**config.mk**
```make
export PLATFORM = sky130hd
export DESIGN_NAME = vxe_intu
export DESIGN_NICKNAME = d
export VERILOG_FILES = /design/src/vxe_pkg.sv /design/src/vxe_intu.sv
export SDC_FILE = /design/constraint.sdc
export NUM_CORES = 1
export LEC_CHECK = 0
export BUFFER_PORTS_ARGS = -buffer_cell sky130_fd_sc_hd__clkbuf_2
export CAP_MARGIN = 15
export CORE_AREA = 2 2 39 41
export CTS_CLUSTER_DIAMETER = 50
export CTS_CLUSTER_SIZE = 40
export DETAILED_ROUTE_END_ITERATION = 10
export DIE_AREA = 0 0 41 43
export SLEW_MARGIN = 20
export SYNTH_ARGS = -nofsm -noshare
export SYNTH_HDL_FRONTEND = slang
export SYNTH_SLANG_ARGS = --single-unit
```
**constraint.sdc**
```tcl
create_clock -name clk -period 1.25 [get_ports clk]
set_clock_uncertainty 0.2 [all_clocks]
set_input_delay 0.1875 -clock clk [delete_from_list [all_inputs] [get_ports clk]]
set_output_delay 0.1875 -clock clk [all_outputs]
set_load 0.01 [all_outputs]
```
**src/vxe_pkg.sv**
```systemverilog
/*
 * Shared widths, register map, opcodes and FSM states of the vector engine.
 * Modules import it inside their body and use scoped names in their ports.
 */
`default_nettype none

package vxe_pkg;

	typedef logic [9:0]  reg_idx_t;		/* Register index. */
	typedef logic [31:0] word_t;		/* Bus data word. */
	typedef logic [36:0] pgm_addr_t;	/* Byte address, low 3 bits zero. */
	typedef logic [63:0] instr_t;		/* Opcode in bits 63..56. */
	typedef logic [7:0]  mem_idx_t;		/* Program memory word index. */
	typedef logic [3:0]  intr_t;		/* Done, fault, start ign., write ign. */
	typedef logic [1:0]  fault_t;		/* Illegal opcode, address range. */

	/* Control unit states. */
	typedef enum logic [1:0] {
		CU_IDLE,
		CU_FETCH,
		CU_WAIT,
		CU_DECODE
	} cu_state_t;

	localparam int MEM_DEPTH = 256;
	localparam word_t VXENGINE_ID = 32'h5658_4531;
	localparam logic [7:0] OP_NOP = 8'h00;
	localparam logic [7:0] OP_END = 8'h01;

	/* Register indices. */
	localparam reg_idx_t REG_ID                  = 10'd0;
	localparam reg_idx_t REG_CTRL                = 10'd1;
	localparam reg_idx_t REG_STATUS              = 10'd2;
	localparam reg_idx_t REG_INTR_ACT            = 10'd3;
	localparam reg_idx_t REG_INTR_MSK            = 10'd4;
	localparam reg_idx_t REG_INTR_RAW            = 10'd5;
	localparam reg_idx_t REG_PGM_ADDR_LO         = 10'd6;
	localparam reg_idx_t REG_PGM_ADDR_HI         = 10'd7;
	localparam reg_idx_t REG_START               = 10'd8;
	localparam reg_idx_t REG_FAULT_INSTR_ADDR_LO = 10'd9;
	localparam reg_idx_t REG_FAULT_INSTR_ADDR_HI = 10'd10;
	localparam reg_idx_t REG_FAULT_INSTR_LO      = 10'd11;
	localparam reg_idx_t REG_FAULT_INSTR_HI      = 10'd12;
	localparam reg_idx_t REG_FAULT_CODE          = 10'd13;

	localparam word_t DEAD_WORD = 32'hdead_beef;	/* Unused index or no read. */
	localparam word_t WO_WORD   = 32'hffff_ffff;	/* Write-only register. */

endpackage

`default_nettype wire

```
**src/vxe_intu.sv**
```systemverilog
/*
 * Interrupt unit. Sticky pending bits set by event pulses and
 * cleared by host acknowledge, masked onto one interrupt line.
 */
`timescale 1ns/1ns
`default_nettype none

module vxe_intu (
	input  wire             clk,
	input  wire             nrst,
	input  vxe_pkg::intr_t  i_events,
	input  vxe_pkg::intr_t  i_msk,
	input  wire             i_ack_vld,
	input  vxe_pkg::intr_t  i_ack,
	output vxe_pkg::intr_t  o_raw,
	output vxe_pkg::intr_t  o_act,
	output logic            o_irq
);
	import vxe_pkg::*;

	intr_t clr;	/* Bits to clear this cycle. */

	assign clr = i_ack_vld ? i_ack : '0;

	/* Set wins over clear. */
	always_ff @(posedge clk or negedge nrst)
	begin
		if (!nrst)
			o_raw <= '0;
		else
			o_raw <= (o_raw & ~clr) | i_events;
	end

	assign o_act = o_raw & i_msk;	/* Masked view. */
	assign o_irq = |o_act;		/* Any active bit. */

endmodule

`default_nettype wire

```
# --- After elaboration in Yosys (flattened, before gate mapping) ---
# Cells that the tools add are included.
word_totals:
  ff_bits: 4
  inputBits: 15
  out_inout_bits: 9
  wordCells: 7
classes:
  muxes: 1
  n_bitwise: 4
  n_reduce_logical: 1
op_table:
  columns: ["cell", "count"]
  rows:
  - ["bitwise AND 4 bit", 2]
  - ["2-to-1 mux 4 bit", 1]
  - ["NOT 4 bit", 1]
  - ["OR 4 bit", 1]
  - ["OR reduction 4 bit", 1]

# --- Logic depth before layout (Yosys ltp) ---
logic_depth:
  word_depth: 4
  depth_mapped: 2
  depth_no_buf: 2

# --- Worst setup path before layout ---
# No wires, ideal clock.
synth_timing:
  path_type: "register -> output"
  startpoint: "reg o_raw[3]"
  endpoint: "out o_irq"
  arrival_time_ns: 1.138
  t_required_ns: 0.863
  setup_slack_ns: -0.275
  path_stages_with_launch: 3
  path_buffers: 0
  path_cell_list: "dfrtp_1 and2_1 or4_4"
synth_via:
  elab_chain_cells: 2
synth_lines:
  columns: ["element", "line", "text"]
  rows:
  - ["start, declared", "vxe_intu.sv:15", "output vxe_pkg::intr_t o_raw,"]
  - ["start signal, assigned", "vxe_intu.sv:31", "o_raw <= (o_raw & ~clr) | i_events;"]
  - ["bitwise AND 4 bit", "vxe_intu.sv:34", "assign o_act = o_raw & i_msk; /* Masked view. */"]
  - ["via o_act[3]", "vxe_intu.sv:16", "output vxe_pkg::intr_t o_act,"]
  - ["OR reduction 4 bit", "vxe_intu.sv:35", "assign o_irq = |o_act; /* Any active bit. */"]
  - ["end, declared", "vxe_intu.sv:17", "output logic o_irq"]
# The timed path passes the listed nets, and every way through them passes these cells.

# --- Worst setup path after layout ---
layout_timing:
  startpoint: "reg o_raw[3]"
  endpoint: "out o_irq"
layout_via:
  elab_chain_cells: 2
layout_lines:
  columns: ["element", "line"]
  rows:
  - ["bitwise AND 4 bit", "vxe_intu.sv:34"]
  - ["OR reduction 4 bit", "vxe_intu.sv:35"]
# No other way between the ends.

==> results.txt <==
Counting tap cells, the placed design contains a total of 60 instances. Max-cap violations in this run came to 0. After detailed routing, the average wire length per cell comes to 8.63 µm. The count of pins on the block boundary is 24, and the count of clock tree sinks is 4.

The worst path in the final design needs a cycle of 1.79 ns, including I/O delays and setup. STA puts the critical path data arrival time at 1.40 ns. Total die area: 1760 µm².

The total of fill cells in the finished design came out at 151. The repair_antennas step left the layout with diodes totalling 0. The register with the most flip-flops in the final layout is o_raw. The signal on the critical path passes through and2_4 -> or4_4 -> buf_6.

The synthesized design spends more area on one cell type than any other, namely sky130_fd_sc_hd__dfrtp_1. The die is 41 µm wide. The via count of the first global-routing pass is 257, and the final standard cell count with taps included and fillers excluded is 70. Compared with the post-synthesis result, the final layout area differs by 171%. The tools report the max-slew violation count as 0.

Synthesis produced a netlist whose cell count is 17. The number of synthesized register bits was 4. The critical path's slowest cell was sky130_fd_sc_hd__or4_4. In the final layout, the registers with the most flip-flops are o_raw x4.

The largest buffer count on any clock path is 2. By startpoint and endpoint, the worst setup path is classified as register to output pin. Final design instance area without fill: 499 µm².

The run gives 1380 µm² as the placeable core region. In the layout the commonest cells are sky130_fd_sc_hd__clkbuf_2, sky130_fd_sc_hd__buf_6, sky130_fd_sc_hd__dlygate4sd3_1. The tools report the setup total negative slack as -0.757 ns. In this run the cell area of the synthesized design comes to 184 µm². For the total power consumption of the routed design, the log shows 444 µW. In the final layout, the share of cells above drive strength 1 is 68.5%. The share of Yosys cell area claimed by the top area cell type came out at 54.4%. The transition at the pin with the smallest max-transition slack came out at 0.111 ns.

The die is 43 µm tall. The detail route stage leaves a number of antenna-violating nets equal to 0. The final hold violation count was 0. The worst path uses 143% of the clock period.

The initial utilization of the core area, before any placement, comes to 13.3%. The register area share after synthesis is 54.4%. At the worst endpoint, the required time is 0.86 ns. The logs give 71 for the total number of nets in the final design and 100 µm² for the area of all sequential standard cells.

Among cell families on the critical path, the largest total delay comes from simple AND/OR/NAND/NOR gates. The run gives 1 as the H-tree depth reported by CTS. When the netlist entered floorplanning its net count stood at 32. On the worst path, the slowest cell contributes a delay of 0.51 ns. The initial antenna violation count is 0. Derived from the worst setup path, the maximum achievable clock frequency is 0.560 GHz. Entering global routing, the biggest net connects 5 pins. Final hold analysis gives a worst-case slack of 0.0158 ns. The worst setup path is launched from a register. The flow ran to the end, but the final reports show violations.

The kind of path behind the tightest hold check was primary input to register. Once placement finished, the instance area stood at 352 µm². Wires add up to 604 µm.

Summed over all layers, the global routing overflow is 0. The congestion estimate from routability-driven global placement came to 0.638. Dividing the detail-routed via count by the number of cells gives 3.77. Buffers placed on the I/O ports in this run total 23. The row count came out at 14.

The final route contains 264 vias. Clock latency on the worst-skew pair, taken at its later pin, is 0.23 ns. In the final layout, the multi-input gates occupy 91.3 µm².

The worst setup path is captured at an output pin. After clock tree synthesis, the clock-pin slew on the worst setup and hold paths is 0.04 ns. The final critical-path setup slack was -0.536 ns. The number of buffer and inverter instances along the worst setup path was 1. Setup violations remaining at the end of the flow were counted as 6. Summed over all cells, the static leakage comes to 0.261 nW.

During synthesis, Yosys emitted a total of 0 warnings. The count of unique library cells instantiated by Yosys was 6. The count of TritonRoute iterations in the first routing pass was 1. TritonCTS built the clock tree.

The leading cell type in the layout, fill and taps excluded was sky130_fd_sc_hd__clkbuf_2. For the final core area utilization, the log shows 36.1%. Timing analysis after detailed placement gives a worst setup slack of -0.288 ns. In this run the clock root is driven by a sky130_fd_sc_hd__clkbuf_4. The run gives 0 as the number of design rule violations left after detail routing. The synthesized area divided by synthesized cell count is 10.8 µm², and the power per cell area is 890 nW/µm². Ranked by total cell area, the synthesized netlist is headed by sky130_fd_sc_hd__dfrtp_1, sky130_fd_sc_hd__a21o_1, sky130_fd_sc_hd__and2_1. The first global-routing pass estimated 910 µm of wire. The remaining max-slew budget at the tightest pin was 92.6%.

The global-route usage over all layers came out at 8.06%. The number of flip-flops under the largest register name is 4. Setup repair after global routing could not meet its margin everywhere. The number of clock buffers added by TritonCTS is 3.

Along the worst path, the maximum fanout reaches 2. For the DRC marker count from the first detailed-route iteration, the log shows 0. Across the VDD grid, the largest voltage drop is 345 µV. The checks that failed: setup timing.
==> path summary, 6_finish.rpt <==
| kind | slack [ns] | from | cells after the start | to |
|---|---|---|---|---|
| worst max-delay path | -0.54 | o_raw[3] | 3 | o_irq |
| worst min-delay path | 0.02 | i_ack[1] | 3 | o_raw[1] |
| worst min register to register | 0.38 | o_raw[0] | 2 | o_raw[0] |
| max in group asynchronous | 0.62 | nrst | 2 | o_raw[2] |
| worst max register to register | 0.08 | o_raw[1] | 4 | o_raw[1] |
| min in group asynchronous | 0.10 | nrst | 2 | o_raw[0] |
==> synth_stat cells, drive strengths merged <==
library cell	n
nand2	4
or4	1
a21o	4
dfrtp	4
and2	4
==> logic make-up (layout without fill, tap and decap cells) <==
kind of cell / after synthesis / in the layout / synth area share (%)
and+or+nand+nor: 9 / 9 / 29.3
buffers and inverters: 0 / 37 / 0
AOI/OAI and AO/OA: 4 / 4 / 16.3
DFF: 4 / 4 / 54.4
==> worst min-delay path, stage by stage <==
cell	delay, ns
sky130_fd_sc_hd__clkbuf_2	0.08
sky130_fd_sc_hd__nand2_1	0.05
sky130_fd_sc_hd__a21o_1	0.10
==> power by group <==
group / switching (mW) / internal [mW]
Clock: 0.0496 / 0.107
Sequential: 0.00522 / 0.139
Combinational: 0.0467 / 0.0966
==> metal layers <==
metal / global-route usage, % / up-vias / routed length, µm
met1: 7.14 / 116 / 188
li1: - / 133 / -
met4: 6.00 / 0 / 0
met3: 3.14 / 0 / 75
met2: 13.4 / 15 / 339
met5: 0 / - / 0
==> layout make-up <==
cell class                 instances  area share, %
multi-input combinational         13           18.3
clock buffer                       3           4.51
sequential                         4           20.1
timing repair buffer              34           53.1
tap                               16           4.01
==> timing repair <==
item / in CTS / in global routing
pin swaps: 0 / 1
endpoints found under the setup margin: 8 / 9
endpoints found under the hold margin: 8 / 0
buffers inserted: 1 / 2
hold buffers: 5 / 0
gates resized for setup: 4 / 18
Power figures use the tool's default switching activity.
