===== src/vxe_pkg.sv =====
/*
 * Shared widths, register map, opcodes and FSM states of the vector engine.
 * Modules import it inside their body and use scoped names in their ports.
 */
`default_nettype none

package vxe_pkg;

	typedef logic [9:0]  reg_idx_t;		/* Register index. */
	typedef logic [31:0] word_t;		/* Bus data word. */
	typedef logic [36:0] pgm_addr_t;	/* Byte address, low 3 bits zero. */
	typedef logic [63:0] instr_t;		/* Opcode in bits 63..56. */
	typedef logic [7:0]  mem_idx_t;		/* Program memory word index. */
	typedef logic [3:0]  intr_t;		/* Done, fault, start ign., write ign. */
	typedef logic [1:0]  fault_t;		/* Illegal opcode, address range. */

	/* Control unit states. */
	typedef enum logic [1:0] {
		CU_IDLE,
		CU_FETCH,
		CU_WAIT,
		CU_DECODE
	} cu_state_t;

	localparam int MEM_DEPTH = 256;
	localparam word_t VXENGINE_ID = 32'h5658_4531;
	localparam logic [7:0] OP_NOP = 8'h00;
	localparam logic [7:0] OP_END = 8'h01;

	/* Register indices. */
	localparam reg_idx_t REG_ID                  = 10'd0;
	localparam reg_idx_t REG_CTRL                = 10'd1;
	localparam reg_idx_t REG_STATUS              = 10'd2;
	localparam reg_idx_t REG_INTR_ACT            = 10'd3;
	localparam reg_idx_t REG_INTR_MSK            = 10'd4;
	localparam reg_idx_t REG_INTR_RAW            = 10'd5;
	localparam reg_idx_t REG_PGM_ADDR_LO         = 10'd6;
	localparam reg_idx_t REG_PGM_ADDR_HI         = 10'd7;
	localparam reg_idx_t REG_START               = 10'd8;
	localparam reg_idx_t REG_FAULT_INSTR_ADDR_LO = 10'd9;
	localparam reg_idx_t REG_FAULT_INSTR_ADDR_HI = 10'd10;
	localparam reg_idx_t REG_FAULT_INSTR_LO      = 10'd11;
	localparam reg_idx_t REG_FAULT_INSTR_HI      = 10'd12;
	localparam reg_idx_t REG_FAULT_CODE          = 10'd13;

	localparam word_t DEAD_WORD = 32'hdead_beef;	/* Unused index or no read. */
	localparam word_t WO_WORD   = 32'hffff_ffff;	/* Write-only register. */

endpackage

`default_nettype wire


===== src/vxe_regio.sv =====
/*
 * Host register block. Writes land on the next edge and reads are combinational.
 * Drives start, program address, master select, mask and acknowledge.
 */
`timescale 1ns/1ns
`default_nettype none

module vxe_regio (
	input  wire                  clk,
	input  wire                  nrst,
	input  vxe_pkg::reg_idx_t    i_wreg_idx,
	input  vxe_pkg::word_t       i_wdata,
	input  wire                  i_wenable,
	input  vxe_pkg::reg_idx_t    i_rreg_idx,
	input  wire                  i_renable,
	output vxe_pkg::word_t       o_rdata,
	input  wire                  i_cu_busy,
	input  vxe_pkg::pgm_addr_t   i_cu_last_instr_addr,
	input  vxe_pkg::instr_t      i_cu_last_instr_data,
	input  vxe_pkg::fault_t      i_cu_fault,
	output vxe_pkg::pgm_addr_t   o_cu_pgm_addr,
	output logic                 o_cu_start,
	input  vxe_pkg::intr_t       i_intu_raw,
	input  vxe_pkg::intr_t       i_intu_act,
	output vxe_pkg::intr_t       o_intu_msk,
	output logic                 o_intu_ack_vld,
	output vxe_pkg::intr_t       o_intu_ack,
	output logic                 o_start_ignored,
	output logic                 o_cu_mas_sel
);
	import vxe_pkg::*;

	logic [28:0] addr_lo;	/* Byte address bits 31..3. */
	logic [4:0]  addr_hi;	/* Byte address bits 36..32. */
	intr_t       msk;

	assign o_cu_pgm_addr = {addr_hi, addr_lo, 3'b000};
	assign o_intu_msk = msk;

	/* Config registers and one-cycle pulses. */
	always_ff @(posedge clk or negedge nrst)
	begin
		if (!nrst)
		begin
			addr_lo <= '0;
			addr_hi <= '0;
			msk <= '0;
			o_cu_mas_sel <= 1'b0;
			o_cu_start <= 1'b0;
			o_start_ignored <= 1'b0;
			o_intu_ack_vld <= 1'b0;
		end
		else
		begin
			o_cu_start <= 1'b0;	/* Pulses by default. */
			o_start_ignored <= 1'b0;
			o_intu_ack_vld <= 1'b0;
			if (i_wenable)
			begin
				case (i_wreg_idx)
				REG_CTRL:        o_cu_mas_sel <= i_wdata[0];
				REG_INTR_MSK:    msk <= i_wdata[3:0];
				REG_INTR_ACT:    o_intu_ack_vld <= 1'b1;
				REG_PGM_ADDR_LO: addr_lo <= i_wdata[31:3];
				REG_PGM_ADDR_HI: addr_hi <= i_wdata[4:0];
				REG_START:
				begin
					o_cu_start <= ~i_cu_busy;	/* Busy gates start. */
					o_start_ignored <= i_cu_busy;
				end
				default: ;
				endcase
			end
		end
	end

	/* Acknowledge vector that goes with o_intu_ack_vld. */
	always_ff @(posedge clk or negedge nrst)
	begin
		if (!nrst)
			o_intu_ack <= '0;
		else if (i_wenable && i_wreg_idx == REG_INTR_ACT)
			o_intu_ack <= i_wdata[3:0];
	end

	/* Read mux. */
	always_comb
	begin
		o_rdata = DEAD_WORD;
		if (i_renable)
		begin
			case (i_rreg_idx)
			REG_ID:                  o_rdata = VXENGINE_ID;
			REG_CTRL:                o_rdata = {31'h0, o_cu_mas_sel};
			REG_STATUS:              o_rdata = {31'h0, i_cu_busy};
			REG_INTR_ACT:            o_rdata = {28'h0, i_intu_act};
			REG_INTR_MSK:            o_rdata = {28'h0, msk};
			REG_INTR_RAW:            o_rdata = {28'h0, i_intu_raw};
			REG_PGM_ADDR_LO:         o_rdata = {addr_lo, 3'b000};
			REG_PGM_ADDR_HI:         o_rdata = {27'h0, addr_hi};
			REG_START:               o_rdata = WO_WORD;
			REG_FAULT_INSTR_ADDR_LO: o_rdata = {i_cu_last_instr_addr[31:3], 3'b000};
			REG_FAULT_INSTR_ADDR_HI: o_rdata = {27'h0, i_cu_last_instr_addr[36:32]};
			REG_FAULT_INSTR_LO:      o_rdata = i_cu_last_instr_data[31:0];
			REG_FAULT_INSTR_HI:      o_rdata = i_cu_last_instr_data[63:32];
			REG_FAULT_CODE:          o_rdata = {30'h0, i_cu_fault};
			default:                 o_rdata = DEAD_WORD;
			endcase
		end
	end

endmodule

`default_nettype wire


===== config.mk =====
export PLATFORM = sky130hd
export DESIGN_NAME = vxe_regio
export DESIGN_NICKNAME = d
export VERILOG_FILES = /design/src/vxe_pkg.sv /design/src/vxe_regio.sv
export SDC_FILE = /design/constraint.sdc
export NUM_CORES = 1
export LEC_CHECK = 0
export ABC_AREA = 1
export ABC_CLOCK_PERIOD_IN_PS = 2650
export BUFFER_PORTS_ARGS = -buffer_cell sky130_fd_sc_hd__buf_2
export CORE_MARGIN = 4
export CORE_UTILIZATION = 38
export CTS_CLUSTER_SIZE = 40
export DETAILED_ROUTE_END_ITERATION = 8
export PLACE_DENSITY = 0.77
export SLEW_MARGIN = 0
export SYNTH_ARGS = -nofsm -noshare
export SYNTH_HDL_FRONTEND = slang
export SYNTH_SLANG_ARGS = --single-unit

===== constraint.sdc =====
create_clock -name clk -period 2.65 [get_ports clk]
set_clock_uncertainty 0.1 [all_clocks]
set_input_delay 0.795 -clock clk [delete_from_list [all_inputs] [get_ports clk]]
set_output_delay 0.795 -clock clk [all_outputs]
set_load 0.02 [all_outputs]

# After elaboration in Yosys (flattened, before gate mapping)
# Cells that the tools add are included.
# totals
reg_bits	46
inputBits	168
output_inout_bits	81
elab_cells	42
# op_classes
eq_ne	19
muxes	8
n_bitwise	1
n_reduce_logical	6
# ops
cell	n
one-hot mux 32 bit (14 select lines)	1
equality test 10 x 3 -> 1 bit (second input constant)	7
equality test 10 x 4 -> 1 bit (second input constant)	7
2-to-1 mux 32 bit	1
equality test 10 x 2 -> 1 bit (second input constant)	3
equality test 10 x 1 -> 1 bit (second input constant)	2
zero test 10 bit	1
AND reduction 2 bit	4
2-to-1 mux 1 bit	6
logical AND 1 bit	1
inverter 1 bit	1

# Depth between registers and ports, before layout
# depth
depth_word	3
ltp_mapped	11
mapped_depth_nobuf	10

# Worst setup path after synthesis
# No wires, ideal clock.
# synth_path
kind	input port to output port
start	in i_rreg_idx[7]
end	out o_rdata[24]
arrival_ns	1.953
required_ns	1.755
slack_ns	-0.198
cell_stages	10
n_path_buf	1
path_cell_list	nor2_2 > nand2_4 > clkinv_2 > nand2_2 > nor2_4 > buf_4 > nand2_1 > nand2_1 > nor2_1 > nor2_1
# synth_via
elab_chain_cells	3
word_cells_on_any_way	16
cone_classes	eq/ne (13); mux (2); reduce/logical (1)
# synth_lines
element	line	source
start, declared	vxe_regio.sv:14	input vxe_pkg::reg_idx_t i_rreg_idx,
equality test 10 x 4 -> 1 bit, or another cell as far along	vxe_regio.sv:92	case (i_rreg_idx)
one-hot mux 32 bit (14 select lines) *	vxe_regio.sv:92	
2-to-1 mux 32 bit *	vxe_regio.sv:90	if (i_renable)
end, declared	vxe_regio.sv:16	output vxe_pkg::word_t o_rdata,
# Every way passes the cells marked *; elsewhere a longest branch is shown, timed or not.

# Final worst setup path
# layout_path
start	in i_rreg_idx[6]
end	out o_rdata[3]
# Same word-level chain as after synthesis.

==> results.md <==
### Outcome
- **outcome** finished, violations left
- **violated checks** negative setup slack

### Layout
- **synthesis-to-layout area growth** 72.2%
- **layout cells sized above 1** 48.7%
- **footprint of the flip-flops and latches** 0.00115 mm²
- **area of the multi-input gates** 0.00249 mm²
- **fin nets** 1011
- **filler cell count in the final layout** 772
- **antenna cells** 0

### Hold path
- **path class of the lowest-slack min-delay path** flip-flop to flip-flop
- **endpoint with the worst hold slack** o_intu_ack[2]$_DFFE_PN0P_
- **hold-critical path depth** 2
- **hold wc startpoint** o_intu_ack[2]$_DFFE_PN0P_

### GRT
- **overall routing resource usage** 26.5%
- **grt ovf** 0
- **number of global-route vias before repair** 4656
- **pin count of the biggest net entering global routing** 59
- **initial antenna violation count** 0
- **global-route wire length before repair** 23400 µm

### Worst setup path
- **Worst R2R Setup Slack** 1770 ps
- **depth of the most critical reg-to-reg path** 2
- **maximum fanout count along the critical path** 7
- **most used cell, CP** nor2_4
- **number of buffers and inverters on the critical path** 4
- **path type of the worst setup path** input port to output port
- **library cell contributing the largest single delay on the critical path** nand3_4
- **critical path data arrival time** 2160 ps
- **required time reported for the critical path endpoint** 1760 ps
- **largest stage delay on the critical path** 210 ps
- **reg2reg start** o_cu_mas_sel$_DFFE_PN0P_
- **chain of cells forming the critical path** buf_6 > nor2_4 > nand2_8 > clkinv_8 > nand2_4 > nor2_4 > nor2_4 > nand3_4 > buf_6 > nand4_1 > buf_4
- **crit start category** input port
- **Critical R2R Capture** o_cu_mas_sel$_DFFE_PN0P_
- **type of element capturing the critical path** output port
- **kind of cell adding the most delay to the critical path** simple AND/OR/NAND/NOR gates

### Clock tree
- **Sinks on Clock Net** 46
- **root buf cell** clkbuf_8
- **CTS tree** yes
- **buffers from clock root to sink, at most** 2
- **Hold Buf Count CTS** 0
- **clock insertion delay at the later pin of the skew report** 290 ps
- **number of clock buffers inserted by TritonCTS** 5
- **clk slew on worst S/H paths** 70 ps
- **depth of the CTS H-tree** 2

### Routing
- **vias after detailed routing** 4763
- **total detailed-routing wirelength** 15300 µm
- **iteration-0 DRC count of the detailed router** 280
- **Via-to-Cell Ratio** 5.00
- **detail-routed net length per standard cell** 16.1 µm
- **antenna viol nets, final** 0
- **number of detailed-routing iterations run before antenna repair** 5
- **DRC violation count after routing** 0

### STA
- **maximum achievable frequency** 327 MHz
- **slew margin rel.** 45.3%
- **minimum period implied by the final worst setup slack** 3060 ps
- **final-layout worst hold slack** 389 ps
- **share of the cycle needed by the critical path after routing** 115%
- **setup repair after global routing missed its margin** yes
- **transition time at the pin with the least slew margin** 820 ps
- **Final setup viols** 32
- **Hold Violations, Final** 0
- **number of max-slew violations in the final report** 0
- **PnR worst setup slack** -407 ps

### Placement
- **placement-stage worst setup slack** -438 ps
- **Final GP Congestion** 0.935
- **number of input and output port buffers inserted** 242
- **sum of net half-perimeters after detailed placement** 12000 µm

### Yosys
- **flip-flop and latch count after synthesis** 46
- **Post-Syn Area per Cell** 6.14 µm²
- **share of synthesized area spent on multiplexers** 0%
- **number of library cell types mapped by synthesis** 29
- **post-synthesis cell count** 572
- **main combinational cell family by area after synthesis** simple AND/OR/NAND/NOR gates
- **synthesized-area fraction occupied by and/or/nand/nor cells** 49.5%
- **count of synthesis-stage warnings from yosys** 0
- **combined area of all synthesized cells** 0.00351 mm²
- **compound-cell area share of the yosys netlist** 6.74%
- **synthesized-area fraction occupied by adder cells** 0%
- **xor and xnor fraction of the mapped netlist area** 0%
- **sequential share of the synthesized area** 32.8%

### Power
- **worst-case vdd ir drop** 432 µV
- **Overall Power** 1.56 mW
- **cell area power density** 258 mW/mm²
- **leakage dissipation** 3.41 nW

### Floorplan
- **die outline area** 0.0108 mm²
- **initial standard-cell utilization of the core** 39.7%
- **chip height** 104 µm
- **num rows** 34
- **Die X-Extent** 104 µm
- **core box area** 0.00885 mm²
- **IO Pins** 249

### Job
- **max capacitance violation total** 0

stage by stage:
| step | cell area (µm²) | TNS, ps | util (%) | std cells |
|---|---|---|---|---|
| final | 6040 | -11880 | 68.3 | 952 |
| after global routing | 6040 | -14260 | 68.3 | 952 |
| after CTS | 5890 | -11020 | 66.6 | 952 |
| after detailed placement | 5230 | -12650 | 59.1 | 935 |
| after global placement | 5230 | -11910 | 59.1 | 935 |
| after floorplan | 3720 | -1980 | - | 574 |
power breakdown:
group          switching, mW  internal (mW)  leakage [nW]
registers             0.0102          0.711         0.641
clock network          0.209          0.282        0.0524
logic                  0.181          0.165          2.71
synthesized netlist by cell type:
cell type  count  share of area [%]
nand2_2        6                1.1
nand3_4        1               0.50
nand3_1       64                9.1
nand3_2        1               0.29
and2_1         1               0.18
buf_4          9                1.9
nand4_1        6                1.1
a21oi_1        1               0.14
buf_2          6               0.86
nor2_1        59                6.3
and3_1         2               0.36
nor2_2        14                2.5
o21ai_1       14                2.0
o21ai_0       29                4.1
inv_1         50                5.3
dfrtp_1       46                 33
nor3_1         1               0.14
nand2_1      240                 26
conb_1         1               0.11
inv_2          2               0.21
clkinv_2       2               0.29
a21oi_4        1               0.46
buf_6          6                1.9
nor3_4         2               0.93
nor2_4         1               0.32
nand2_4        2               0.64
clkbuf_1       3               0.32
nand3b_1       1               0.21
nor3b_1        1               0.21
worst max path at each step:
| stage | startpoint | to | slack [ps] | cells past startpoint |
|---|---|---|---|---|
| 2_1_floorplan | i_rreg_idx[5] | o_rdata[20] | -80 | 8 |
| 3_3_place_gp | i_rreg_idx[1] | o_rdata[20] | -410 | 11 |
| 3_5_place_dp | i_rreg_idx[7] | o_rdata[17] | -440 | 10 |
| 4_1_cts | i_rreg_idx[7] | o_rdata[20] | -390 | 11 |
| 5_1_grt | i_rreg_idx[1] | o_rdata[23] | -480 | 13 |
| 6_report | i_rreg_idx[6] | o_rdata[3] | -410 | 11 |
cells in the final DEF, fill, tap and decap left out, drive strengths merged:
| cell type | count |
|---|---|
| buf | 285 |
| nand2 | 248 |
| nor2 | 74 |
| nand3 | 66 |
| inv | 52 |
| dfrtp | 46 |
| o21ai | 43 |
| clkbuf | 7 |
| nand4 | 6 |
| conb | 3 |
| nor3 | 3 |
| a21oi | 2 |
| and3 | 2 |
| clkinv | 2 |
| and2 | 1 |
| nand3b | 1 |
| nor3b | 1 |
| bufinv | 1 |
| bufbuf | 1 |
timing repair:
action | 4_1_cts | 5_1_grt
gates cloned | 3 | 0
setup buffers | 6 | 1
pin swaps | 24 | 18
setup endpoints to repair | 32 | 32
resized for setup | 127 | 47
per-layer routing:
layer  track usage (%)  vias up  wire length [µm]
met1              33.5     2179              6170
met2              46.2      219              7810
met5                 0        -                 0
met4              9.02        0               468
met3              3.97       35               894
li1                  -     2330                 -
flip-flops by register name (all words and copies together), names as in the netlist:
signal           cells
addr_hi              5
addr_lo             29
o_cu_mas_sel         1
o_cu_start           1
o_intu_ack           4
o_intu_ack_vld       1
o_intu_msk           4
o_start_ignored      1
area by class of cell:
class / instances / share of cell area, %
tap: 108 / 2.24
clock buffer: 7 / 1.26
multi-input combinational: 450 / 41.2
sequential: 46 / 19.0
clock inverter: 1 / 0.497
timing repair buffer: 286 / 32.1
inverter: 54 / 3.68
cell families after synthesis:
group,Yosys count
AO/OA/AOI/OAI,45
buffers and inverters,78
other,1
AND/OR/NAND/NOR,402
flip-flops,46
worst reg2reg max path, stage by stage (launching register included):
cell and delay, ps:
dfrtp_1 430, o21ai_0 180, inv_1 60
Power figures use the tool's default switching activity.
